===== config.mk =====
export PLATFORM = sky130hd
export DESIGN_NAME = task_core
export DESIGN_NICKNAME = d
export VERILOG_FILES = /design/src/rtl/swarm_core_pkg.sv /design/src/rtl/task_sequencer.sv /design/src/rtl/child_task_unit.sv /design/src/rtl/core_output_stage.sv /design/src/rtl/task_core.sv
export SDC_FILE = /design/constraint.sdc
export NUM_CORES = 1
export LEC_CHECK = 0
export ABC_CLOCK_PERIOD_IN_PS = 15300
export CAP_MARGIN = 40
export CORE_ASPECT_RATIO = 0.7
export CORE_MARGIN = 2
export CORE_UTILIZATION = 30
export DETAILED_ROUTE_END_ITERATION = 6
export DONT_BUFFER_PORTS = 1
export PLACE_DENSITY = 0.46
export SLEW_MARGIN = 0
export SYNTH_ARGS = -nofsm -noshare
export SYNTH_HDL_FRONTEND = slang
export SYNTH_SLANG_ARGS = --single-unit

===== constraint.sdc =====
create_clock -name clk -period 15.3 [get_ports clk]
set_input_delay 4.59 -clock clk [delete_from_list [all_inputs] [get_ports clk]]
set_output_delay 4.59 -clock clk [all_outputs]
set_load 0.01 [all_outputs]

===== src/rtl/swarm_core_pkg.sv =====
package swarm_core_pkg;

   // Task field widths
   localparam int TS_W     = 32;
   localparam int LOCALE_W = 16;
   localparam int TTYPE_W  = 4;
   localparam int ARGS_W   = 32;

   localparam int CQ_SLOT_W  = 7;
   localparam int CHILD_ID_W = 4;
   localparam int UNDO_ID_W  = 4;

   typedef logic [TS_W-1:0]     ts_t;
   typedef logic [LOCALE_W-1:0] locale_t;
   typedef logic [TTYPE_W-1:0]  ttype_t;
   typedef logic [ARGS_W-1:0]   args_t;

   // 84-bit task descriptor as exchanged with the CQ
   typedef struct packed {
      ts_t     ts;
      locale_t locale;
      ttype_t  ttype;
      args_t   args;
   } task_t;

   // Slot of the running task within the CQ slice
   typedef logic [CQ_SLOT_W-1:0] cq_slot_t;

   // Tied children enqueued by one task
   typedef logic [CHILD_ID_W-1:0] child_id_t;

   // Undo record index, restarts at 0 for each task
   typedef logic [UNDO_ID_W-1:0] undo_id_t;

   // One undo log entry, old data at a memory address
   typedef struct packed {
      logic [31:0] addr;
      logic [31:0] data;
   } undo_rec_t;

endpackage


===== src/rtl/task_sequencer.sv =====
`timescale 1ns/10ps

module task_sequencer #(
   parameter int TASK_TYPE  = 0,
   parameter int ABORT_HOLD = 6
) (
   input  logic                     clk,
   input  logic                     rstn,
   input  logic                     enable,
   output logic                     task_arvalid,
   output swarm_core_pkg::ttype_t   task_araddr,
   input  logic                     task_rvalid,
   input  swarm_core_pkg::task_t    task_rdata,
   input  swarm_core_pkg::cq_slot_t task_rslot,
   output logic                     start_task_valid,
   input  logic                     start_task_ready,
   output logic                     finish_task_valid,
   input  logic                     finish_task_ready,
   input  logic                     abort_running_task,
   input  swarm_core_pkg::cq_slot_t abort_running_slot,
   output logic                     app_start,
   output swarm_core_pkg::task_t    app_task,
   output logic                     app_rstn,
   input  logic                     app_done,
   output logic                     new_task,
   output swarm_core_pkg::cq_slot_t cq_slot,
   output logic                     aborting,
   input  logic                     drained
);
   import swarm_core_pkg::*;

   localparam int HOLD_W = $clog2(ABORT_HOLD + 1);

   typedef enum logic [2:0] {
      NEXT_TASK,
      INFORM_CQ,
      START_APP,
      WAIT_APP,
      ABORT_APP,
      FINISH_TASK
   } core_state_t;

   core_state_t       state;
   core_state_t       state_next;
   logic              dequeue;
   logic              abort_q;
   logic              abort_hit;
   logic              abort_now;
   logic [HOLD_W-1:0] hold_cnt;
   logic              hold_done;

   // app_rstn is low out of reset, which also keeps the dequeue request quiet
   assign task_araddr       = ttype_t'(TASK_TYPE);
   assign task_arvalid      = (state == NEXT_TASK) & enable & app_rstn;
   assign dequeue           = task_arvalid & task_rvalid;
   assign new_task          = dequeue;
   assign start_task_valid  = (state == INFORM_CQ);
   assign finish_task_valid = (state == FINISH_TASK) & drained;
   assign aborting          = (state == ABORT_APP);

   // Only aborts aimed at our slot count, and only while a task is held
   assign abort_hit = abort_running_task & (abort_running_slot == cq_slot) &
                      (state != NEXT_TASK) & (state != ABORT_APP);
   assign abort_now = abort_q | abort_hit;

   assign app_start = (state == START_APP) & ~abort_now;
   assign hold_done = (hold_cnt == HOLD_W'(ABORT_HOLD - 1));

   always_ff @(posedge clk) begin
      if (dequeue) begin
         app_task <= task_rdata;
         cq_slot  <= task_rslot;
      end
   end

   always_comb begin
      state_next = state;
      case (state)
         NEXT_TASK: begin
            if (dequeue) begin
               state_next = INFORM_CQ;
            end
         end
         INFORM_CQ: begin
            if (start_task_ready) begin
               state_next = abort_now ? ABORT_APP : START_APP;
            end
         end
         START_APP: begin
            state_next = abort_now ? ABORT_APP : WAIT_APP;
         end
         WAIT_APP: begin
            if (abort_now) begin
               state_next = ABORT_APP;
            end else if (app_done) begin
               state_next = FINISH_TASK;
            end
         end
         ABORT_APP: begin
            if (hold_done) begin
               state_next = FINISH_TASK;
            end
         end
         FINISH_TASK: begin
            // Once finish is offered it stays offered, a late abort rides along
            if (finish_task_valid & finish_task_ready) begin
               state_next = NEXT_TASK;
            end else if (abort_now & ~finish_task_valid) begin
               state_next = ABORT_APP;
            end
         end
         default: begin
            state_next = NEXT_TASK;
         end
      endcase
   end

   always_ff @(posedge clk) begin
      if (!rstn) begin
         state    <= NEXT_TASK;
         abort_q  <= 1'b0;
         hold_cnt <= '0;
         app_rstn <= 1'b0;
      end else begin
         state    <= state_next;
         app_rstn <= (state_next != ABORT_APP);
         if ((state == NEXT_TASK) || (state == ABORT_APP)) begin
            abort_q <= 1'b0;
         end else if (abort_hit) begin
            abort_q <= 1'b1;
         end
         if (state == ABORT_APP) begin
            hold_cnt <= hold_cnt + 1'b1;
         end else begin
            hold_cnt <= '0;
         end
      end
   end

endmodule


===== src/rtl/child_task_unit.sv =====
`timescale 1ns/10ps

module child_task_unit (
   input  logic                      clk,
   input  logic                      rstn,
   input  logic                      app_rstn,
   input  logic                      app_start,
   input  swarm_core_pkg::task_t     app_task,
   output logic                      child_valid,
   input  logic                      child_ready,
   output swarm_core_pkg::task_t     child_task,
   output logic                      undo_valid,
   input  logic                      undo_ready,
   output swarm_core_pkg::undo_rec_t undo_rec,
   output logic                      app_done
);
   import swarm_core_pkg::*;

   typedef enum logic [2:0] {
      IDLE,
      EMIT,
      GAP,
      UNDO,
      DONE
   } app_state_t;

   app_state_t  state;
   task_t       parent;
   logic [1:0]  child_k;
   logic [3:0]  gap_cnt;

   assign child_valid = (state == EMIT);
   assign undo_valid  = (state == UNDO);
   assign app_done    = (state == DONE);

   // Child k of the parent
   always_comb begin
      child_task.ts     = parent.ts + ts_t'(child_k) + ts_t'(1);
      child_task.locale = parent.locale + locale_t'(child_k);
      child_task.ttype  = parent.ttype;
      child_task.args   = parent.args >> 2;
   end

   assign undo_rec.addr = 32'(parent.locale);
   assign undo_rec.data = parent.ts;

   always_ff @(posedge clk) begin
      if (app_start) begin
         parent <= app_task;
      end
   end

   // An abort holds app_rstn low and drops the unit back to idle
   always_ff @(posedge clk) begin
      if (!rstn || !app_rstn) begin
         state   <= IDLE;
         child_k <= '0;
         gap_cnt <= '0;
      end else begin
         case (state)
            IDLE: begin
               if (app_start) begin
                  child_k <= '0;
                  gap_cnt <= app_task.args[7:4];
                  state   <= (app_task.args[1:0] != 2'd0) ? EMIT : GAP;
               end
            end
            EMIT: begin
               if (child_ready) begin
                  child_k <= child_k + 1'b1;
                  if (child_k == parent.args[1:0] - 2'd1) begin
                     state <= GAP;
                  end
               end
            end
            GAP: begin
               if (gap_cnt == 4'd0) begin
                  state <= parent.args[2] ? UNDO : DONE;
               end else begin
                  gap_cnt <= gap_cnt - 1'b1;
               end
            end
            UNDO: begin
               if (undo_ready) begin
                  state <= DONE;
               end
            end
            DONE: begin
               state <= IDLE;
            end
            default: begin
               state <= IDLE;
            end
         endcase
      end
   end

endmodule


===== src/rtl/core_output_stage.sv =====
`timescale 1ns/10ps

module core_output_stage (
   input  logic                      clk,
   input  logic                      rstn,
   input  logic                      new_task,
   input  logic                      aborting,
   input  swarm_core_pkg::cq_slot_t  cq_slot,
   input  logic                      gvt_task_slot_valid,
   input  swarm_core_pkg::cq_slot_t  gvt_task_slot,
   input  logic                      child_valid,
   output logic                      child_ready,
   input  swarm_core_pkg::task_t     child_task,
   input  logic                      undo_valid,
   output logic                      undo_ready,
   input  swarm_core_pkg::undo_rec_t undo_rec,
   output logic                      task_wvalid,
   output swarm_core_pkg::task_t     task_wdata,
   input  logic                      task_wready,
   output logic                      task_enq_untied,
   output swarm_core_pkg::cq_slot_t  task_cq_slot,
   output swarm_core_pkg::child_id_t task_child_id,
   output logic                      undo_log_valid,
   input  logic                      undo_log_ready,
   output swarm_core_pkg::undo_id_t  undo_log_id,
   output swarm_core_pkg::undo_rec_t undo_log_rec,
   output swarm_core_pkg::cq_slot_t  undo_log_slot,
   output swarm_core_pkg::cq_slot_t  finish_task_slot,
   output swarm_core_pkg::child_id_t finish_task_num_children,
   output logic                      finish_task_undo_log_write,
   output logic                      drained
);

   logic gvt_match_q;
   logic enq_fire;
   logic undo_fire;

   // One-entry registers, ready only while empty
   assign child_ready = ~task_wvalid;
   assign undo_ready  = ~undo_log_valid;
   assign enq_fire    = task_wvalid & task_wready;
   assign undo_fire   = undo_log_valid & undo_log_ready;
   assign drained     = ~task_wvalid & ~undo_log_valid;

   // The GVT task cannot be rolled back, so its children go out untied
   assign task_enq_untied = gvt_match_q;

   assign task_cq_slot             = cq_slot;
   assign undo_log_slot            = cq_slot;
   assign finish_task_slot         = cq_slot;
   assign finish_task_num_children = task_child_id;

   always_ff @(posedge clk) begin
      if (!rstn) begin
         task_wvalid <= 1'b0;
      end else if (aborting) begin
         task_wvalid <= 1'b0;
      end else if (child_valid & child_ready) begin
         task_wvalid <= 1'b1;
      end else if (task_wready) begin
         task_wvalid <= 1'b0;
      end
   end

   always_ff @(posedge clk) begin
      if (child_valid & child_ready) begin
         task_wdata <= child_task;
      end
   end

   always_ff @(posedge clk) begin
      if (!rstn) begin
         undo_log_valid <= 1'b0;
      end else if (aborting) begin
         undo_log_valid <= 1'b0;
      end else if (undo_valid & undo_ready) begin
         undo_log_valid <= 1'b1;
      end else if (undo_log_ready) begin
         undo_log_valid <= 1'b0;
      end
   end

   always_ff @(posedge clk) begin
      if (undo_valid & undo_ready) begin
         undo_log_rec <= undo_rec;
      end
   end

   always_ff @(posedge clk) begin
      if (!rstn) begin
         gvt_match_q                <= 1'b0;
         task_child_id              <= '0;
         undo_log_id                <= '0;
         finish_task_undo_log_write <= 1'b0;
      end else begin
         gvt_match_q <= gvt_task_slot_valid & (gvt_task_slot == cq_slot);
         if (new_task) begin
            task_child_id              <= '0;
            undo_log_id                <= '0;
            finish_task_undo_log_write <= 1'b0;
         end else begin
            // untied children get no cut-tie message, so they are not counted
            if (enq_fire & ~gvt_match_q) begin
               task_child_id <= task_child_id + 1'b1;
            end
            if (undo_fire) begin
               undo_log_id                <= undo_log_id + 1'b1;
               finish_task_undo_log_write <= 1'b1;
            end
         end
      end
   end

endmodule


===== src/rtl/task_core.sv =====
`timescale 1ns/10ps

module task_core #(
   parameter int TASK_TYPE  = 0,
   parameter int ABORT_HOLD = 6
) (
   input  logic                      clk,
   input  logic                      rstn,
   input  logic                      enable,

   // Dequeue
   output logic                      task_arvalid,
   output swarm_core_pkg::ttype_t    task_araddr,
   input  logic                      task_rvalid,
   input  swarm_core_pkg::task_t     task_rdata,
   input  swarm_core_pkg::cq_slot_t  task_rslot,

   // Enqueue
   output logic                      task_wvalid,
   output swarm_core_pkg::task_t     task_wdata,
   input  logic                      task_wready,
   output logic                      task_enq_untied,
   output swarm_core_pkg::cq_slot_t  task_cq_slot,
   output swarm_core_pkg::child_id_t task_child_id,

   // Start and finish reports to the CQ
   output logic                      start_task_valid,
   input  logic                      start_task_ready,
   output swarm_core_pkg::cq_slot_t  start_task_slot,
   output logic                      finish_task_valid,
   input  logic                      finish_task_ready,
   output swarm_core_pkg::cq_slot_t  finish_task_slot,
   output swarm_core_pkg::child_id_t finish_task_num_children,
   output logic                      finish_task_undo_log_write,

   input  logic                      abort_running_task,
   input  swarm_core_pkg::cq_slot_t  abort_running_slot,
   input  logic                      gvt_task_slot_valid,
   input  swarm_core_pkg::cq_slot_t  gvt_task_slot,

   // Undo log
   output logic                      undo_log_valid,
   input  logic                      undo_log_ready,
   output swarm_core_pkg::undo_id_t  undo_log_id,
   output swarm_core_pkg::undo_rec_t undo_log_rec,
   output swarm_core_pkg::cq_slot_t  undo_log_slot
);
   import swarm_core_pkg::*;

   logic      app_start;
   task_t     app_task;
   logic      app_rstn;
   logic      app_done;
   logic      new_task;
   cq_slot_t  cq_slot;
   logic      aborting;
   logic      drained;
   logic      child_valid;
   logic      child_ready;
   task_t     child_task;
   logic      undo_valid;
   logic      undo_ready;
   undo_rec_t undo_rec;

   assign start_task_slot = cq_slot;

   task_sequencer #(
      .TASK_TYPE  (TASK_TYPE),
      .ABORT_HOLD (ABORT_HOLD)
   ) u_sequencer (
      .clk                (clk),
      .rstn               (rstn),
      .enable             (enable),
      .task_arvalid       (task_arvalid),
      .task_araddr        (task_araddr),
      .task_rvalid        (task_rvalid),
      .task_rdata         (task_rdata),
      .task_rslot         (task_rslot),
      .start_task_valid   (start_task_valid),
      .start_task_ready   (start_task_ready),
      .finish_task_valid  (finish_task_valid),
      .finish_task_ready  (finish_task_ready),
      .abort_running_task (abort_running_task),
      .abort_running_slot (abort_running_slot),
      .app_start          (app_start),
      .app_task           (app_task),
      .app_rstn           (app_rstn),
      .app_done           (app_done),
      .new_task           (new_task),
      .cq_slot            (cq_slot),
      .aborting           (aborting),
      .drained            (drained)
   );

   child_task_unit u_app (
      .clk         (clk),
      .rstn        (rstn),
      .app_rstn    (app_rstn),
      .app_start   (app_start),
      .app_task    (app_task),
      .child_valid (child_valid),
      .child_ready (child_ready),
      .child_task  (child_task),
      .undo_valid  (undo_valid),
      .undo_ready  (undo_ready),
      .undo_rec    (undo_rec),
      .app_done    (app_done)
   );

   core_output_stage u_out (
      .clk                        (clk),
      .rstn                       (rstn),
      .new_task                   (new_task),
      .aborting                   (aborting),
      .cq_slot                    (cq_slot),
      .gvt_task_slot_valid        (gvt_task_slot_valid),
      .gvt_task_slot              (gvt_task_slot),
      .child_valid                (child_valid),
      .child_ready                (child_ready),
      .child_task                 (child_task),
      .undo_valid                 (undo_valid),
      .undo_ready                 (undo_ready),
      .undo_rec                   (undo_rec),
      .task_wvalid                (task_wvalid),
      .task_wdata                 (task_wdata),
      .task_wready                (task_wready),
      .task_enq_untied            (task_enq_untied),
      .task_cq_slot               (task_cq_slot),
      .task_child_id              (task_child_id),
      .undo_log_valid             (undo_log_valid),
      .undo_log_ready             (undo_log_ready),
      .undo_log_id                (undo_log_id),
      .undo_log_rec               (undo_log_rec),
      .undo_log_slot              (undo_log_slot),
      .finish_task_slot           (finish_task_slot),
      .finish_task_num_children   (finish_task_num_children),
      .finish_task_undo_log_write (finish_task_undo_log_write),
      .drained                    (drained)
   );

endmodule


==> results of run 1 <==
[worst register-to-register path: stages, from the launching register on]
cell	delay [ns]
edfxtp_1	0.62
xnor2_1	0.23
nand4_1	0.25
o21bai_1	0.19
nor2_4	0.12
buf_4	0.43
buf_4	0.65
[sequential cells by signal, summed over array words and instances (netlist names), 4 cells and up]
register / cells
u_sequencer.app_task: 84
u_out.task_wdata: 82
u_app.undo_rec: 48
u_out.undo_log_rec: 48
u_app.child_task: 34
u_sequencer.cq_slot: 7
u_app.gap_cnt: 4
u_out.finish_task_num_children: 4
u_out.undo_log_id: 4
[cell families (layout without fill, tap and decap cells)]
family                   count (synthesis)  count (layout)
other                                    1              23
adder cells (fa/ha/maj)                 11              11
buffers and inverters                   71              82
flip-flops                             334             334
AND/OR/NAND/NOR                        153             153
AO/OA/AOI/OAI                           46              46
XOR/XNOR                                67              67
[worst max path at each step]
stage               slack [ns]  depth (start not counted)           end  startpoint
finish                    5.88                          1  task_arvalid      enable
global route              5.86                          1  task_arvalid      enable
CTS                       5.87                          1  task_arvalid      enable
floorplan                 5.89                          1  task_arvalid      enable
global placement          5.87                          1  task_arvalid      enable
detailed placement        5.87                          1  task_arvalid      enable
[cell usage after synthesis (3+ instances only)]
| cell | instances |
|---|---|
| and2_1 | 7 |
| nand2b_1 | 8 |
| dfxtp_1 | 29 |
| nor2_1 | 30 |
| edfxtp_1 | 305 |
| nand4_1 | 12 |
| a221oi_1 | 4 |
| ha_1 | 9 |
| o21a_1 | 4 |
| nand2_1 | 27 |
| inv_1 | 15 |
| clkbuf_1 | 4 |
| o21ai_0 | 8 |
| or3_1 | 5 |
| nand3_1 | 23 |
| xor2_1 | 18 |
| xnor2_1 | 49 |
| and3_1 | 11 |
| buf_4 | 47 |
| a21oi_1 | 13 |
| and4_1 | 8 |
| buf_2 | 4 |
| nor2b_1 | 3 |
| nor3_1 | 5 |
[power groups by stage]
stage | clock network, mW | logic [mW] | registers (mW)
2_1_floorplan | 0 | 0.0271 | 1.04
3_3_place_gp | 0 | 0.0260 | 1.04
3_5_place_dp | 0 | 0.0268 | 1.04
4_1_cts | 0.949 | 0.0270 | 1.02
5_1_grt | 0.983 | 0.0296 | 1.02
6_report | 0.918 | 0.0261 | 1.02
[final cells by class]
class,count,area (sq um),share of cell area
inverter,15,61.3,0.00446
timing repair buffer,5,37.5,0.00273
clock buffer,42,945,0.0687
antenna,1,2.50,0.000182
tap,535,669,0.0487
clock inverter,20,295,0.0215
sequential,334,9740,0.709
multi-input combinational,299,1990,0.145
[per-layer routing]
layer  vias up  share of wire  global-route usage
met2       204           0.47               0.188
met3        48          0.090              0.0517
met4         2          0.026              0.0400
met5         -        0.00051                   0
li1       2514              -                   -
met1      2697           0.42               0.144
[stage by stage]
stage	total power, mW	area, sq um
after floorplan	1.06	12200
after global placement	1.07	12500
after detailed placement	1.07	12500
after CTS	2.00	13700
after global routing	2.03	13700
final	1.96	13700
==> results.json, run 1 <==
{
  "combPwrFrac": 0.013,
  "drc": 0,
  "fmax_ghz": 0.106,
  "p_int_mw": 1.59,
  "post_cts_buffers": 0,
  "cts_buffer_depth": 3,
  "rsz0062_at_grt": "false",
  "clk_pin_slew_worst_paths_ns": 0.07,
  "clock-sinks": 334,
  "initial_core_util": 0.305,
  "critPathBufInv": 0,
  "antenna_found_initial": 2,
  "p_switching_uw": 373,
  "grt_max_degree": 50,
  "grt_usage": 0.118,
  "core_sq_um": 39700,
  "yosysWarnings": 0,
  "final_common_cell": "edfxtp_1",
  "synth_ff_type": "edfxtp_1",
  "synthAdderAreaFrac": 0.0126,
  "synth_top_family_by_area": "simple AND/OR/NAND/NOR gates",
  "ant_nets": 0,
  "p_per_area_nw_per_um2": 143,
  "regToRegEndpoint": "u_app.child_task[2]$_DFFE_PP_",
  "period_share": 0.616,
  "dp_hpwl_um": 17000,
  "slowest_stage": "and4b_1",
  "drv_slew": 0,
  "critical-path-max-stage-delay_ns": 0.24,
  "yosys-top-cells-area": "edfxtp_1, dfxtp_1, xnor2_1, buf_4, xor2_1",
  "rrSetupSlack_ns": 12.36,
  "ys_seq_elements": 334,
  "hp-class": "reg -> reg",
  "nets": 817,
  "ios": 314,
  "htree_num_levels": 2,
  "synth-edff-count": 305,
  "nFillCells": 3794,
  "vias_per_cell": 4.37,
  "num_rows": 61,
  "wl_um": 25400,
  "layout-drive-gt1-share": 0.0923,
  "yosysSeqAreaShare": 0.806,
  "path_max_fanout": 2,
  "worstPathRequired_ns": 10.71,
  "p_clk_frac": 0.467,
  "postSynthCellCount": 683,
  "dp.cells": 1188,
  "most-common-layout-cells": "edfxtp_1, xnor2_1, clkbuf_16",
  "vias": 5465,
  "synth_area_sq_um": 12100,
  "yosysTopAreaCell": "edfxtp_1",
  "tightestPinTransition_ns": 0.747,
  "max-vdd-ir-drop_mv": 0.0975,
  "dieArea_sq_um": 41900,
  "min_period_ns": 9.42,
  "layout.cells.non_filler": 1251,
  "tritoncts": "done",
  "crit_family": "simple AND/OR/NAND/NOR gates",
  "status": "complete, no violations",
  "grt_pass1_wl_um": 36900,
  "worstSkewPairLatency_ns": 0.51,
  "setup_viol": 0,
  "seqPwrFrac": 0.519,
  "wire_per_inst_um": 20.3,
  "yosys.area_share.simple": 0.0685,
  "worstHoldPathCells": 0,
  "hold_slack_ns": 0.411,
  "die_h_um": 172,
  "dpl_worst_slack_ns": 5.87,
  "path_cells": "and4b_1",
  "synth_compound_area_frac": 0.0273,
  "leakage_nw": 4.41,
  "fp.dieW_um": 244,
  "drt_iter0_markers": 312,
  "place_congestion": 0.818,
  "grt.overflow.total": 0,
  "r2r_cells": 6,
  "relSlewSlack": 0.502,
  "synthMuxAreaShare": 0,
  "root_buffer": "clkbuf_16",
  "synth_xor_area_frac": 0.0485,
  "yosysTopAreaCellShare": 0.758,
  "hp-start": "u_sequencer.app_task[76]$_DFFE_PP_",
  "crit_type": "in -> out",
  "cts_resized": 0,
  "setup_slack_ns": 5.88,
  "syn2layout_area_growth_pct": 13.7,
  "cts_buffers": 36,
  "async_flop_share": 0,
  "dr.pass1.iters": 4,
  "power.share.switching": 0.190,
  "fin_skew_ns": 0.0127,
  "drv_cap": 0,
  "cp.arrival_ns": 4.83,
  "r2r-start": "u_sequencer.cq_slot[4]$_DFFE_PP_",
  "hold_buffers": 0,
  "synth_cell_types": 52,
  "portBuffers": 0,
  "avgSynthCellArea_sq_um": 17.7,
  "hold_violations": 0,
  "hold_end": "u_app.undo_rec[24]$_DFFE_PP_",
  "final_util": 0.346,
  "endpoint_kind": "primary output",
  "crit_path_start_kind": "input pin",
  "fin_setup_tns_ns": 0,
  "first_global_vias": 5668
}
(Power assumes the default switching activity.)
==> inputs of run 2 (changes only) <==
Settings changed: ABC_CLOCK_PERIOD_IN_PS 15300 to 7700, PLACE_DENSITY 0.46 to 0.47.
Clock period 15.3 ns to 7.7 ns, I/O delays scaled along.
==> results.json, run 2 (synthesized netlist as in run 1, its figures left out) <==
{
  "finalPower_mw": 3.68,
  "dp_hpwl_um": 16600,
  "clock-sinks": 334,
  "wire_per_inst_um": 19.8,
  "grt_max_degree": 56,
  "setup_slack_ns": 2.83,
  "cts_buffers": 35,
  "hold_slack_ns": 0.400,
  "worstSkewPairLatency_ns": 0.52,
  "final_util": 0.342,
  "initial_core_util": 0.305,
  "top_register": "u_sequencer.app_task",
  "leakage_nw": 4.33,
  "routed.top_layer": "met5",
  "crit_family": "simple AND/OR/NAND/NOR gates",
  "clk_pin_slew_worst_paths_ns": 0.07,
  "layout-drive-gt1-share": 0.0910,
  "crit_type": "in -> out",
  "dp.cells": 1188,
  "largest_reg_flops": 84,
  "min_period_ns": 4.87,
  "grt.overflow.total": 0,
  "portBuffers": 0,
  "wl_met1_um": 11100,
  "cp.arrival_ns": 2.56,
  "drc": 0,
  "p_per_area_nw_per_um2": 271,
  "endpoint_kind": "primary output",
  "hold_buffers": 0,
  "rsz0062_at_grt": "false",
  "drt_iter0_markers": 320,
  "dpl_worst_slack_ns": 2.84,
  "core_sq_um": 39700,
  "cts_buffer_depth": 3,
  "tightestPinTransition_ns": 0.819,
  "hold_violations": 0,
  "period_share": 0.632,
  "tritoncts": "done",
  "vias": 5428,
  "ant_nets": 0,
  "final_common_cell": "edfxtp_1",
  "slowest_stage": "and4b_1",
  "dpl_cell_area_sq_um": 12500,
  "fin_setup_tns_ns": 0,
  "antenna_found_initial": 11,
  "met3_length_um": 1760,
  "path_max_fanout": 2,
  "critPathBufInv": 0,
  "layout.cells.non_filler": 1252,
  "setup_viol": 0,
  "grt_pass1_wl_um": 35300,
  "fmax_ghz": 0.206,
  "max-vdd-ir-drop_mv": 0.141,
  "num_rows": 61,
  "root_buffer": "clkbuf_16",
  "drv_cap": 0,
  "r2r-start": "u_sequencer.state[0]$_SDFF_PN0_",
  "most-common-layout-cells": "edfxtp_1, xnor2_1, clkbuf_16",
  "post_cts_buffers": 0,
  "drv_slew": 0,
  "worstPathRequired_ns": 5.39,
  "wl_um": 24800,
  "htree_num_levels": 2,
  "cts_resized": 0,
  "path_cells": "and4b_1",
  "syn2layout_area_growth_pct": 12.3,
  "status": "complete, no violations",
  "final_area_sq_um": 13600,
  "wl_met2_um": 11400,
  "hp-class": "reg -> reg",
  "hp-start": "u_sequencer.app_task[56]$_DFFE_PP_",
  "relSlewSlack": 0.454,
  "dr.pass1.iters": 4,
  "vias_per_cell": 4.34,
  "crit_path_start_kind": "input pin",
  "place_congestion": 0.732,
  "die_h_um": 172,
  "ios": 314,
  "dieArea_sq_um": 41900,
  "fp.dieW_um": 244,
  "largestRegisters": "u_sequencer.app_task: 84 flops, u_out.task_wdata: 82 flops",
  "nets": 816,
  "critical-path-max-stage-delay_ns": 0.25,
  "startpoint": "enable",
  "grt_usage": 0.114,
  "first_global_vias": 5379,
  "fin_skew_ns": 0.0210
}
run 2: cell count changes in the layout (fill, tap and decap cells not counted):
cell	before	now
bufinv_16	8	1
clkinvlp_4	0	3
clkbuf_1	5	7
clkinv_2	4	6
inv_6	0	1
diode_2	1	3
clkinv_1	7	5
run 2: worst paths after layout:
kind,end,cells after the start,slack (ns)
max,task_arvalid,1,2.83
max reg2reg,u_sequencer.app_task[68]$_DFFE_PP_,5,4.99
min reg2reg,u_app.undo_rec[4]$_DFFE_PP_,0,0.40
min,u_app.undo_rec[4]$_DFFE_PP_,0,0.40
run 2: area by class of cell:
cell class                      instances  area, sq um
Antenna cell                            3         7.51
Fill cell                            3827        26100
Clock inverter                         17          119
Tap cell                              535          669
Inverter                               15         61.3
Timing Repair Buffer                    5         37.5
Multi-Input combinational cell        299         1990
Sequential cell                       334         9740
Clock buffer                           44          952
run 2: routing by layer:
layer | vias to the layer above | global-route usage
met5 | - | 0
met4 | 6 | 0.0382
met3 | 58 | 0.0418
met2 | 205 | 0.175
met1 | 2656 | 0.150
li1 | 2503 | -
run 2: power by group:
group,total [mW],switching [mW],internal (mW)
Sequential,2.03,0.0214,2.00
Combinational,0.0514,0.0374,0.0141
Clock,1.60,0.686,0.913
Total,3.68,0.745,2.93
